`src/classifier_config.svh`:
```
`ifndef CLASSIFIER_CONFIG_SVH
`define CLASSIFIER_CONFIG_SVH

`default_nettype none

// Number of stream ids tracked by the design
`define NUM_STREAMS 64
// Stream id width
`define STREAM_W 6

// Matched prefix length per matcher
`define STATE_W 11
// Packet counter width, wraps on overflow
`define COUNT_W 16

// Number of keyword categories
`define NUM_CAT 2

`default_nettype wire

`endif

```
`src/classifier_pkg.sv`:
```
`include "classifier_config.svh"

`default_nettype none

package classifier_pkg;

   // Stream id carried with each packet
   typedef logic [`STREAM_W-1:0] stream_id_t;

   // One payload byte
   typedef logic [7:0] byte_t;

   // Number of keyword bytes matched so far
   typedef logic [`STATE_W-1:0] match_state_t;

   // Per-category packet count
   typedef logic [`COUNT_W-1:0] count_t;

   // One enable bit per category
   typedef logic [`NUM_CAT-1:0] cat_mask_t;

endpackage

`default_nettype wire

```
`src/stream_if.sv`:
```
`timescale 1ns/1ps

`default_nettype none

interface stream_if;
   import classifier_pkg::*;

   // Start of packet, one cycle
   logic       load_state;
   // Stream id of the current packet, held between sops
   stream_id_t stream_id;
   // First packet of this stream since reset
   logic       new_stream_id;
   // Byte stream
   byte_t      char;
   logic       char_vld;
   // End of packet, one cycle
   logic       eop;
   // Category enables for the stream, valid with eop
   cat_mask_t  enable;

   // Sequencer side
   modport src (
      output load_state, stream_id, new_stream_id, char, char_vld, eop, enable
   );

   // Category side
   modport dst (
      input load_state, stream_id, new_stream_id, char, char_vld, eop, enable
   );

endinterface

`default_nettype wire

```
`src/stream_sequencer.sv`:
```
`timescale 1ns/1ps

`include "classifier_config.svh"

`default_nettype none

module stream_sequencer (
   input  wire                             clk,
   input  wire                             rst_n,
   input  wire                             sop,
   input  wire classifier_pkg::stream_id_t sop_stream,
   input  wire classifier_pkg::byte_t      char,
   input  wire                             char_vld,
   input  wire                             eop,
   input  wire                             cfg_we,
   input  wire classifier_pkg::stream_id_t cfg_stream,
   input  wire classifier_pkg::cat_mask_t  cfg_mask,
   stream_if.src                           bus
);
   import classifier_pkg::*;

   // One bit per stream id, set on its first sop
   logic [`NUM_STREAMS-1:0] seen;

   // Category enable mask per stream id
   cat_mask_t mask_tbl [`NUM_STREAMS];

   // Seen table and mask table
   always_ff @(posedge clk)
   begin
      if (!rst_n)
      begin
         seen <= '0;
         // All categories start disabled
         for (int i = 0; i < `NUM_STREAMS; i++)
         begin
            mask_tbl[i] <= '0;
         end
      end
      else
      begin
         // Stream becomes known once its first packet starts
         if (sop)
         begin
            seen[sop_stream] <= 1'b1;
         end
         // Config writes only happen between packets
         if (cfg_we)
         begin
            mask_tbl[cfg_stream] <= cfg_mask;
         end
      end
   end

   // Registered control strobes onto the stream bus
   always_ff @(posedge clk)
   begin
      if (!rst_n)
      begin
         bus.load_state    <= 1'b0;
         bus.new_stream_id <= 1'b0;
         bus.char_vld      <= 1'b0;
         bus.eop           <= 1'b0;
         bus.stream_id     <= '0;
         bus.enable        <= '0;
      end
      else
      begin
         bus.load_state <= sop;
         // Seen bit is read before this sop sets it
         bus.new_stream_id <= sop & ~seen[sop_stream];
         bus.char_vld      <= char_vld;
         bus.eop           <= eop;

         // Stream id stays put for the whole packet
         if (sop)
         begin
            bus.stream_id <= sop_stream;
         end

         // Held stream id already belongs to this packet when eop arrives
         if (eop)
         begin
            bus.enable <= mask_tbl[bus.stream_id];
         end
         else
         begin
            bus.enable <= '0;
         end
      end
   end

   // Byte payload, qualified by char_vld
   always_ff @(posedge clk)
   begin
      bus.char <= char;
   end

endmodule

`default_nettype wire

```
`src/keyword_matcher.sv`:
```
`timescale 1ns/1ps

`default_nettype none

module keyword_matcher #(
   parameter logic [8*16-1:0] KEYWORD = "freenet"
) (
   input  wire                               clk,
   input  wire                               rst_n,
   input  wire classifier_pkg::byte_t        char,
   input  wire                               char_vld,
   input  wire classifier_pkg::match_state_t state_in,
   input  wire                               state_in_vld,
   output classifier_pkg::match_state_t      state_out,
   output logic                              accept
);
   import classifier_pkg::*;

   // Keyword string is right aligned, leading zero bytes are padding
   function automatic int kw_length(input logic [$bits(KEYWORD)-1:0] kw);
      int len;
      len = 0;
      for (int i = 0; i < $bits(KEYWORD) / 8; i++)
      begin
         if (kw[8*i +: 8] != 8'h00)
         begin
            len = i + 1;
         end
      end
      return len;
   endfunction

   localparam int           KW_LEN = kw_length(KEYWORD);
   localparam match_state_t FULL   = match_state_t'(KW_LEN);

   // Keyword byte at position idx, first character is position 0
   function automatic byte_t kw_byte(input match_state_t idx);
      byte_t b;
      b = '0;
      for (int i = 0; i < KW_LEN; i++)
      begin
         if (match_state_t'(i) == idx)
         begin
            b = KEYWORD[8*(KW_LEN-1-i) +: 8];
         end
      end
      return b;
   endfunction

   match_state_t cur_state;
   match_state_t next_state;

   // Loaded state takes effect before the byte of the same cycle
   always_comb
   begin
      cur_state = state_in_vld ? state_in : state_out;
      if (cur_state < FULL && char == kw_byte(cur_state))
         next_state = cur_state + 1'b1;
      else if (char == kw_byte('0))
         next_state = match_state_t'(1);    // restart on the first character
      else
         next_state = '0;
   end

   always_ff @(posedge clk)
   begin
      if (!rst_n)
      begin
         state_out <= '0;
         accept    <= 1'b0;
      end
      else
      begin
         accept <= 1'b0;
         if (char_vld)
         begin
            // Full keyword seen, pulse accept and start over
            if (next_state == FULL)
            begin
               state_out <= '0;
               accept    <= 1'b1;
            end
            else
            begin
               state_out <= next_state;
            end
         end
         else if (state_in_vld)
         begin
            state_out <= state_in;
         end
      end
   end

endmodule

`default_nettype wire

```
`src/category_counter.sv`:
```
`timescale 1ns/1ps

`include "classifier_config.svh"

`default_nettype none

module category_counter #(
   parameter int CAT     = 0,
   parameter     KEYWORD = "freenet"
) (
   input  wire                     clk,
   input  wire                     rst_n,
   stream_if.dst                   bus,
   output classifier_pkg::count_t  count,
   output logic                    fired
);
   import classifier_pkg::*;

   // Saved matcher state per stream id
   match_state_t state_mem [`NUM_STREAMS];

   // State handed to the matcher one cycle after load_state
   match_state_t state_in;
   logic         state_in_vld;

   match_state_t state_out;
   logic         accept;

   // An empty packet ends before the restored state reaches the matcher
   match_state_t save_state;

   // Keyword seen somewhere in the current packet
   logic spec_match;
   // Includes an accept landing on the eop cycle
   logic pkt_hit;

   assign pkt_hit    = spec_match | accept;
   assign fired      = spec_match;
   assign save_state = state_in_vld ? state_in : state_out;

   keyword_matcher #(
      .KEYWORD (KEYWORD)
   ) u_matcher (
      .clk          (clk),
      .rst_n        (rst_n),
      .char         (bus.char),
      .char_vld     (bus.char_vld),
      .state_in     (state_in),
      .state_in_vld (state_in_vld),
      .state_out    (state_out),
      .accept       (accept)
   );

   // Restore strobe follows load_state by one cycle
   always_ff @(posedge clk)
   begin
      if (!rst_n)
         state_in_vld <= 1'b0;
      else
         state_in_vld <= bus.load_state;
   end

   // New streams start from zero and known ones resume
   always_ff @(posedge clk)
   begin
      if (bus.load_state)
      begin
         state_in <= bus.new_stream_id ? '0 : state_mem[bus.stream_id];
      end
   end

   // Save state only when the category is enabled for this stream
   always_ff @(posedge clk)
   begin
      if (bus.eop && bus.enable[CAT])
      begin
         state_mem[bus.stream_id] <= save_state;
      end
   end

   // Match flag and packet count
   always_ff @(posedge clk)
   begin
      if (!rst_n)
      begin
         count      <= '0;
         spec_match <= 1'b0;
      end
      else
      begin
         // Fresh packet clears the flag
         if (bus.load_state)
            spec_match <= 1'b0;
         if (accept)
            spec_match <= 1'b1;

         if (bus.eop)
         begin
            if (bus.enable[CAT])
            begin
               // Counts once per packet and wraps at the top
               count <= count + count_t'(pkt_hit);
            end
            else
            begin
               // Disabled category drops the match
               spec_match <= 1'b0;
            end
         end
      end
   end

endmodule

`default_nettype wire

```
`src/regex_classifier.sv`:
```
`timescale 1ns/1ps

`include "classifier_config.svh"

`default_nettype none

module regex_classifier (
   input  wire                                        clk,
   input  wire                                        rst_n,
   input  wire                                        sop,
   input  wire classifier_pkg::stream_id_t            sop_stream,
   input  wire classifier_pkg::byte_t                 char,
   input  wire                                        char_vld,
   input  wire                                        eop,
   input  wire                                        cfg_we,
   input  wire classifier_pkg::stream_id_t            cfg_stream,
   input  wire classifier_pkg::cat_mask_t             cfg_mask,
   output wire classifier_pkg::count_t [`NUM_CAT-1:0] count,
   output wire classifier_pkg::cat_mask_t             fired
);
   import classifier_pkg::*;

   // Keyword per category, category index order
   localparam logic [8*16-1:0] KEYWORDS [`NUM_CAT] = '{"freenet", "gnutella"};

   // Shared control and byte stream
   stream_if bus ();

   stream_sequencer u_seq (
      .clk        (clk),
      .rst_n      (rst_n),
      .sop        (sop),
      .sop_stream (sop_stream),
      .char       (char),
      .char_vld   (char_vld),
      .eop        (eop),
      .cfg_we     (cfg_we),
      .cfg_stream (cfg_stream),
      .cfg_mask   (cfg_mask),
      .bus        (bus)
   );

   // One counter per category, all listening to the same stream
   for (genvar g = 0; g < `NUM_CAT; g++)
   begin : gen_cat
      category_counter #(
         .CAT     (g),
         .KEYWORD (KEYWORDS[g])
      ) u_cat (
         .clk   (clk),
         .rst_n (rst_n),
         .bus   (bus),
         .count (count[g]),
         .fired (fired[g])
      );
   end

endmodule

`default_nettype wire

```
`config.mk`:
```
export PLATFORM = sky130hd
export DESIGN_NAME = regex_classifier
export DESIGN_NICKNAME = d
export VERILOG_FILES = /design/src/classifier_pkg.sv /design/src/stream_if.sv /design/src/stream_sequencer.sv /design/src/keyword_matcher.sv /design/src/category_counter.sv /design/src/regex_classifier.sv
export VERILOG_INCLUDE_DIRS = /design/src
export SDC_FILE = /design/constraint.sdc
export NUM_CORES = 2
export LEC_CHECK = 0
export BUFFER_PORTS_ARGS = -buffer_cell sky130_fd_sc_hd__buf_4
export CAP_MARGIN = 40
export CELL_PAD_IN_SITES_DETAIL_PLACEMENT = 2
export CELL_PAD_IN_SITES_GLOBAL_PLACEMENT = 2
export CORE_MARGIN = 2
export CORE_UTILIZATION = 43
export CTS_CLUSTER_SIZE = 16
export DETAILED_ROUTE_END_ITERATION = 8
export HOLD_SLACK_MARGIN = 0.06
export PLACE_DENSITY = 0.78
export RECOVER_POWER = 25
export SLEW_MARGIN = 10
export SYNTH_ARGS = -nofsm -noshare
export SYNTH_HDL_FRONTEND = slang
export SYNTH_SLANG_ARGS = --single-unit
```
`constraint.sdc`:
```
create_clock -name clk -period 3.95 [get_ports clk]
set_clock_uncertainty 0.05 [all_clocks]
set_input_delay 0.5925 -clock clk [delete_from_list [all_inputs] [get_ports clk]]
set_output_delay 0.5925 -clock clk [all_outputs]
set_load 0.05 [all_outputs]
```
---- Yosys cells after proc, flatten, opt, wreduce, memory -nomap -nowiden ----
Memories as Yosys holds them, arrays and structs flattened. A register that Yosys moved wholly into a read port is not among the register bits.
Cells that the tools add are included.
Widths: inputs -> output; s select.
storage, ports and cells
  register bits after elaboration ......... 141
  bits in writable memories ............... 1536
  input bits .............................. 28
  output and inout bits ................... 34
  logic and storage cells ................. 114
  memories ................................ 3
cells by class
  add/sub/neg operators ................... 4
  order comparisons ....................... 4
  equality and inequality tests ........... 19
  muxes and demuxes ....................... 50
  bitwise operators ....................... 5
  reductions and logical operators ........ 13
memory list
  memory                      words  width  rd ports  clocked after memory_dff  wr ports  RTL line                RTL
  gen_cat[0].u_cat.state_mem  64     11     1         1                         1         category_counter.sv:20  match_state_t state_mem [`NUM_STREAMS];
  gen_cat[1].u_cat.state_mem  64     11     1         1                         1         category_counter.sv:20
  u_seq.mask_tbl              64     2      1         1                         64        stream_sequencer.sv:26  cat_mask_t mask_tbl [`NUM_STREAMS];
operator list
  kind                   count
  $mux 8                 13
  $mux 11                8
  $eq 3x11->1 const A    7
  $or 64x64->64          1
  $eq 2x11->1 const A    4
  $add 16x1->16          2
  $mux 1                 23
  $add 11x1->11 const B  2
  $eq 1x11->1 const A    2
  $logic_not 11->1       2
  $eq 8x7->1 const B     2
  $eq 8x8->1             2
  $mux 7                 2
  $eq 11x3->1 const B    1
  $eq 11x4->1 const B    1
  $lt 11x3->1 const B    1
  $lt 11x4->1 const B    1
  $reduce_and 2->1       4
  $lt 6x7->1 const B     1
  $bmux 1 s6             1
  $demux 1 s6            1
  $ge 6x1->1 const B     1
  $mux 6                 1
  $logic_and 1x1->1      5
  other kinds (6)        7

---- Logic depth before layout (Yosys ltp) ----
  depth in word-level cells ............... 16
  gate-level depth with buffers ........... 14
  depth with buffers taken out ............ 10

---- Cells and area by module ----
Synthesis repeated with hierarchy kept, for this count alone.
unflattened totals
  cells, all modules ...................... 4479
  area, all modules ....................... 69751.9 sq um
by module, submodules not included
  module                                         times used  cells an instance  area each (sq um)  seq. area each (sq um)
  category_counter                               2           1687               28994.1            21830.9
  stream_sequencer                               1           900                10003.3            5525.3
  keyword_matcher at gen_cat[1].u_cat.u_matcher  1           107                899.6              240.2
  keyword_matcher at gen_cat[0].u_cat.u_matcher  1           98                 860.8              240.2

---- Worst setup path after synthesis ----
Ideal clock, no wire load.
  path kind ............................... flip-flop to flip-flop
  start ................................... reg, netlist name gen_cat[0].u_cat.state_in_vld
  end ..................................... reg gen_cat[1].u_cat.u_matcher.state_out[0]
  library setup time ...................... 0.069 ns
  arrival ................................. 3.747 ns
  required time ........................... 3.831 ns
  path slack .............................. 0.084 ns
  stages on the path, launching flop included .. 15
  buffers on the path ..................... 4
  period minus slack after synthesis ...... 3.866 ns
  cell sequence ........................... dfxtp_1 > buf_6 > buf_12 > buf_2 > mux2i_1 > inv_1 > ha_1 > buf_6 > nor4_1 > a21oi_1 > xnor2_1 > nand2_1 > nor4_4 > mux2_4 > a21oi_2
RTL lines
  element               RTL line               RTL
  end signal, assigned  keyword_matcher.sv:85  state_out <= next_state;
  end signal, assigned  keyword_matcher.sv:90  state_out <= state_in;
  end, declared         keyword_matcher.sv:14  output classifier_pkg::match_state_t state_out,

---- Final worst setup path ----
  start ................................... reg gen_cat[0].u_cat.state_in_vld
  end ..................................... mem gen_cat[0].u_cat.state_mem[40][4] (netlist bit), data pin
between the ends
  cells in the longest elaborated chain, start to end .. 1
ends and longest elaborated chain
  element                             RTL line                RTL
  start, declared                     category_counter.sv:24  logic state_in_vld;
  start signal, assigned              category_counter.sv:60  state_in_vld <= bus.load_state;
  $mux 11                             --
  net gen_cat[0].u_cat.save_state[4]  category_counter.sv:30  match_state_t save_state;
  end, declared                       category_counter.sv:20
The timed path passes the listed nets, and every way through them passes these cells.

==> impl_summary.log <==
[metrics] run status: complete, but fails checks
[metrics] violations in the final reports: max-capacitance violations, max-slew violations
[metrics] Synth Warn #: 0
[metrics] maximum number of pins on one net before global-route repair: 75
[metrics] most instantiated flip-flop cell in the synthesis netlist: sky130_fd_sc_hd__edfxtp_1
[metrics] detailed-route DRC error count: 0
[metrics] FF+latch count, synth: 1701
[metrics] maximum clock path buffer count: 3
[metrics] insertion delay of the later-clocked pin in the worst-skew pair: 0.86 ns
[metrics] sequential-to-total area share from yosys stat: 0.769
[metrics] kind of start point of the critical path: flip-flop
[metrics] Critical R2R Launch: gen_cat[0].u_cat.state_in_vld$_SDFF_PN0_
[metrics] fraction of final layout cells sized beyond drive strength 1: 0.152
[metrics] die boundary width: 392 um
[metrics] endpoint arrival time on the critical path: 4.52 ns
[metrics] ys async rst share: 0
[metrics] Setup TNS: 0 ns
[metrics] total iterations of the first detailed-routing run: 6
[metrics] grt total ovfl: 0
[metrics] Flop pwr share: 0.517
[metrics] Wirelength per Cell: 41.1 um
[metrics] Peak supply drop: 0.403 mV
[metrics] relative area change from synthesis to final layout: 15.9%
[metrics] CTS H-Tree Depth: 4
[metrics] die footprint: 153000 um^2
[metrics] proportion of power drawn by the clock network: 0.429
[metrics] depth of the worst register-to-register path: 4
[metrics] area of the placeable core: 149000 um^2
[metrics] Via density: 6.76
[metrics] Worst setup EP type: flip-flop
[metrics] first-pass GRT wire length: 374 mm
[metrics] clock tree from TritonCTS: yes
[metrics] number of inserted filler cells in the final layout: 13482
[metrics] worst hold path type: input pin to flip-flop
[metrics] die outline height: 392 um
[metrics] clock transition at the registers of the reported paths: 0.07 ns
[metrics] leakage power: 24.6 nW
[metrics] Least-Margin Pin Slew: 3.16 ns
[metrics] final-report setup violation count: 0
[metrics] global router's overall resource usage: 0.345
[metrics] # Max-Cap Violations: 8
[metrics] Routability Congestion: 0.837
[metrics] top cell type's share of synthesized area: 0.725
[metrics] mean instance size in the synthesized netlist: 15.9 um^2
[metrics] post-placement cell area: 69400 um^2
[metrics] via count of the first global-routing pass: 46421
[metrics] cell type with the largest total area after synthesis: sky130_fd_sc_hd__edfxtp_1
[metrics] Worst EP required: 4.54 ns
[metrics] Reg-to-Reg End: gen_cat[0].u_cat.state_mem[40][4]$_DFFE_PP_
[metrics] routed wire length: 267 mm
[metrics] top-level port count: 62
[metrics] Post-DRT Antenna Nets: 0
[metrics] layout net count: 4376
[metrics] share of the clock period used by the worst path: 0.994
[metrics] classification of the worst setup path: flip-flop to flip-flop
[metrics] synthesized area: 64600 um^2
[metrics] Final Max Tran Viols: 258
[metrics] fmax: 255 MHz
[metrics] count of input and output buffers: 61
[metrics] beginning of the critical path: gen_cat[0].u_cat.state_in_vld$_SDFF_PN0_
[metrics] cell-internal power: 29.0 mW
[metrics] capturing element of the worst setup path: gen_cat[0].u_cat.state_mem[40][4]$_DFFE_PP_
[metrics] Max-slew headroom: -1.11
[metrics] RSZ-0062 raised after global routing: false
[metrics] Gate Count Post-Synth: 4050
[metrics] Sinks on Clock Net: 1701
[metrics] number of antenna violations at the first check in global routing: 11
[metrics] DR vias: 43919
[metrics] share of total power in combinational logic: 0.053
[metrics] P per Cell Area: 513 nW/um^2
[metrics] CTS Buf Count: 176
[metrics] Critical Path Fanout Max: 39
[metrics] switching share of total power: 0.244
[metrics] DRC marker count from the first detailed-route iteration: 6002
[metrics] Reg2Reg Setup Slack: 0.03 ns
[metrics] min cycle time layout: 3.92 ns
[metrics] leading cell types by total area after synthesis: sky130_fd_sc_hd__edfxtp_1, sky130_fd_sc_hd__a22oi_1, sky130_fd_sc_hd__dfxtp_1
[metrics] clk root buf: sky130_fd_sc_hd__clkbuf_16
[metrics] std cell rows: 142
[metrics] number of enable flip-flop cells after synthesis: 1558
[metrics] library cells used by synthesis: 71
[metrics] net count after synthesis: 4090
[metrics] Initial Utilization: 0.432
[metrics] hold violation total from the final report: 0
[metrics] Switching Power: 9.37 mW
[metrics] Non-Filler Cell Area, Final: 74800 um^2
[metrics] dpl hpwl: 159 mm
[synth_stat cells (all sizes together) (35+ instances only)]
master / number
a31oi: 191
buf: 35
a221oi: 193
edfxtp: 1558
nand2: 177
nor2b: 57
a22o: 191
and3: 138
dfxtp: 143
a21oi: 75
a22oi: 401
nor2: 206
nor4: 52
clkbuf: 274
[how the worst min path moves through the flow]
stage                                            from                                            endpoint  slack (ns)  depth (start not counted)
after CTS                                       rst_n  gen_cat[1].u_cat.u_matcher.state_out[3]$_SDFF_PN0_        0.10                          2
final                                             sop                     u_seq.bus.load_state$_SDFF_PN0_        0.16                          2
after detailed placement  u_seq.seen[39]$_SDFFE_PN0P_                         u_seq.seen[39]$_SDFFE_PN0P_        0.40                          1
after global routing                              sop                     u_seq.bus.load_state$_SDFF_PN0_        0.13                          2
after floorplan           u_seq.seen[45]$_SDFFE_PN0P_                         u_seq.seen[45]$_SDFFE_PN0P_        0.38                          1
after global placement     u_seq.seen[7]$_SDFFE_PN0P_                          u_seq.seen[7]$_SDFFE_PN0P_        0.39                          1
[final cells by class]
class / count / area, um^2 / share of cell area
inverter: 19 / 71.3 / 0.000953
antenna: 2 / 5.00 / 0.0000669
sequential: 1701 / 49700 / 0.664
tap: 2016 / 2520 / 0.0337
clock inverter: 91 / 711 / 0.00950
multi-input combinational: 2024 / 13800 / 0.184
timing repair buffer: 414 / 3410 / 0.0456
clock buffer: 232 / 4690 / 0.0627
[worst max-delay path, stage by stage, from the launching register on]
cell and delay [ns]:
sky130_fd_sc_hd__dfxtp_2 0.50, sky130_fd_sc_hd__buf_4 0.36, sky130_fd_sc_hd__mux2_1 0.36, sky130_fd_sc_hd__clkbuf_1 1.88
sky130_fd_sc_hd__buf_4 0.51
[flip-flops by register name, summed over array words and instances, names as in the netlist]
name                               count
u_seq.bus.enable                       2
gen_cat.u_cat.u_matcher.state_out     22
gen_cat.u_cat.fired                    2
u_seq.bus.stream_id                    6
gen_cat.u_cat.count                   32
gen_cat.u_cat.state_mem             1408
u_seq.bus.eop                          1
u_seq.bus.load_state                   1
u_seq.mask_tbl                       128
u_seq.bus.new_stream_id                1
u_seq.bus.char                         8
gen_cat.u_cat.u_matcher.accept         2
gen_cat.u_cat.state_in_vld             1
gen_cat.u_cat.state_in                22
u_seq.bus.char_vld                     1
u_seq.seen                            64
[stage by stage]
| step | power [mW] | utilization | std cells | hold WS [ns] | setup WS (ns) |
|---|---|---|---|---|---|
| floorplan | 21.1 | - | 4050 | 0.385 | 0.0841 |
| global route | 39.1 | 0.501 | 6498 | 0.134 | 0.0701 |
| finish | 38.4 | 0.501 | 6499 | 0.158 | 0.0250 |
| detailed placement | 22.1 | 0.464 | 6156 | 0.402 | 0.0100 |
| global placement | 21.9 | 0.462 | 6133 | 0.392 | 0.250 |
| CTS | 38.4 | 0.501 | 6489 | 0.102 | 0.0267 |
[what timing repair did]
item                                    4_1_cts  5_1_grt
hold endpoints to repair                     10        0
resized for setup                             3        6
cloned                                        0        3
pin swaps                                     0        2
hold buffers                                 10        0
endpoints found under the setup margin        4        9
buffers inserted                              0        0
[per-layer routing]
layer,wire [um],track usage
met5,98,0
met4,14600,0.161
met3,25300,0.0719
met2,131000,0.578
met1,96500,0.429
[placed cells by master (no fill, tap or decap), drive strengths merged, types with 12 or more instances in the layout]
cell type / synthesis / routed
nor2b: 57 / 57
a31oi: 191 / 191
a221oi: 193 / 193
nor2: 206 / 206
clkbuf: 274 / 268
a22o: 191 / 191
clkinv: 0 / 79
mux2i: 30 / 30
inv: 19 / 25
ha: 12 / 12
edfxtp: 1558 / 1558
a21oi: 75 / 75
nand2: 177 / 177
nor3b: 14 / 14
xnor2: 23 / 23
nand3: 21 / 21
nand2b: 13 / 13
buf: 35 / 366
o21ai: 23 / 23
nor3: 15 / 15
nor4: 52 / 52
and2: 31 / 33
or3: 12 / 12
mux2: 22 / 22
dfxtp: 143 / 143
o21a: 32 / 32
and3: 138 / 138
a22oi: 401 / 401
[cell families after synthesis]
group	synth area share
AOI/OAI and AO/OA	0.133
xor gates and xnor gates	0.00407
adders and majority gates	0.00233
buffers and inverters	0.0197
DFF	0.769
muxes	0.00955
and+or+nand+nor	0.0621
[power by group through the flow]
| stage | sequential (mW) | combinational [mW] | clock, mW |
|---|---|---|---|
| after floorplan | 20.2 | 0.949 | 0 |
| after global placement | 20.2 | 1.70 | 0 |
| after detailed placement | 20.2 | 1.90 | 0 |
| after CTS | 19.8 | 1.98 | 16.6 |
| after global routing | 19.9 | 2.08 | 17.2 |
| final | 19.9 | 2.04 | 16.5 |
Power figures use the tool's default switching activity.
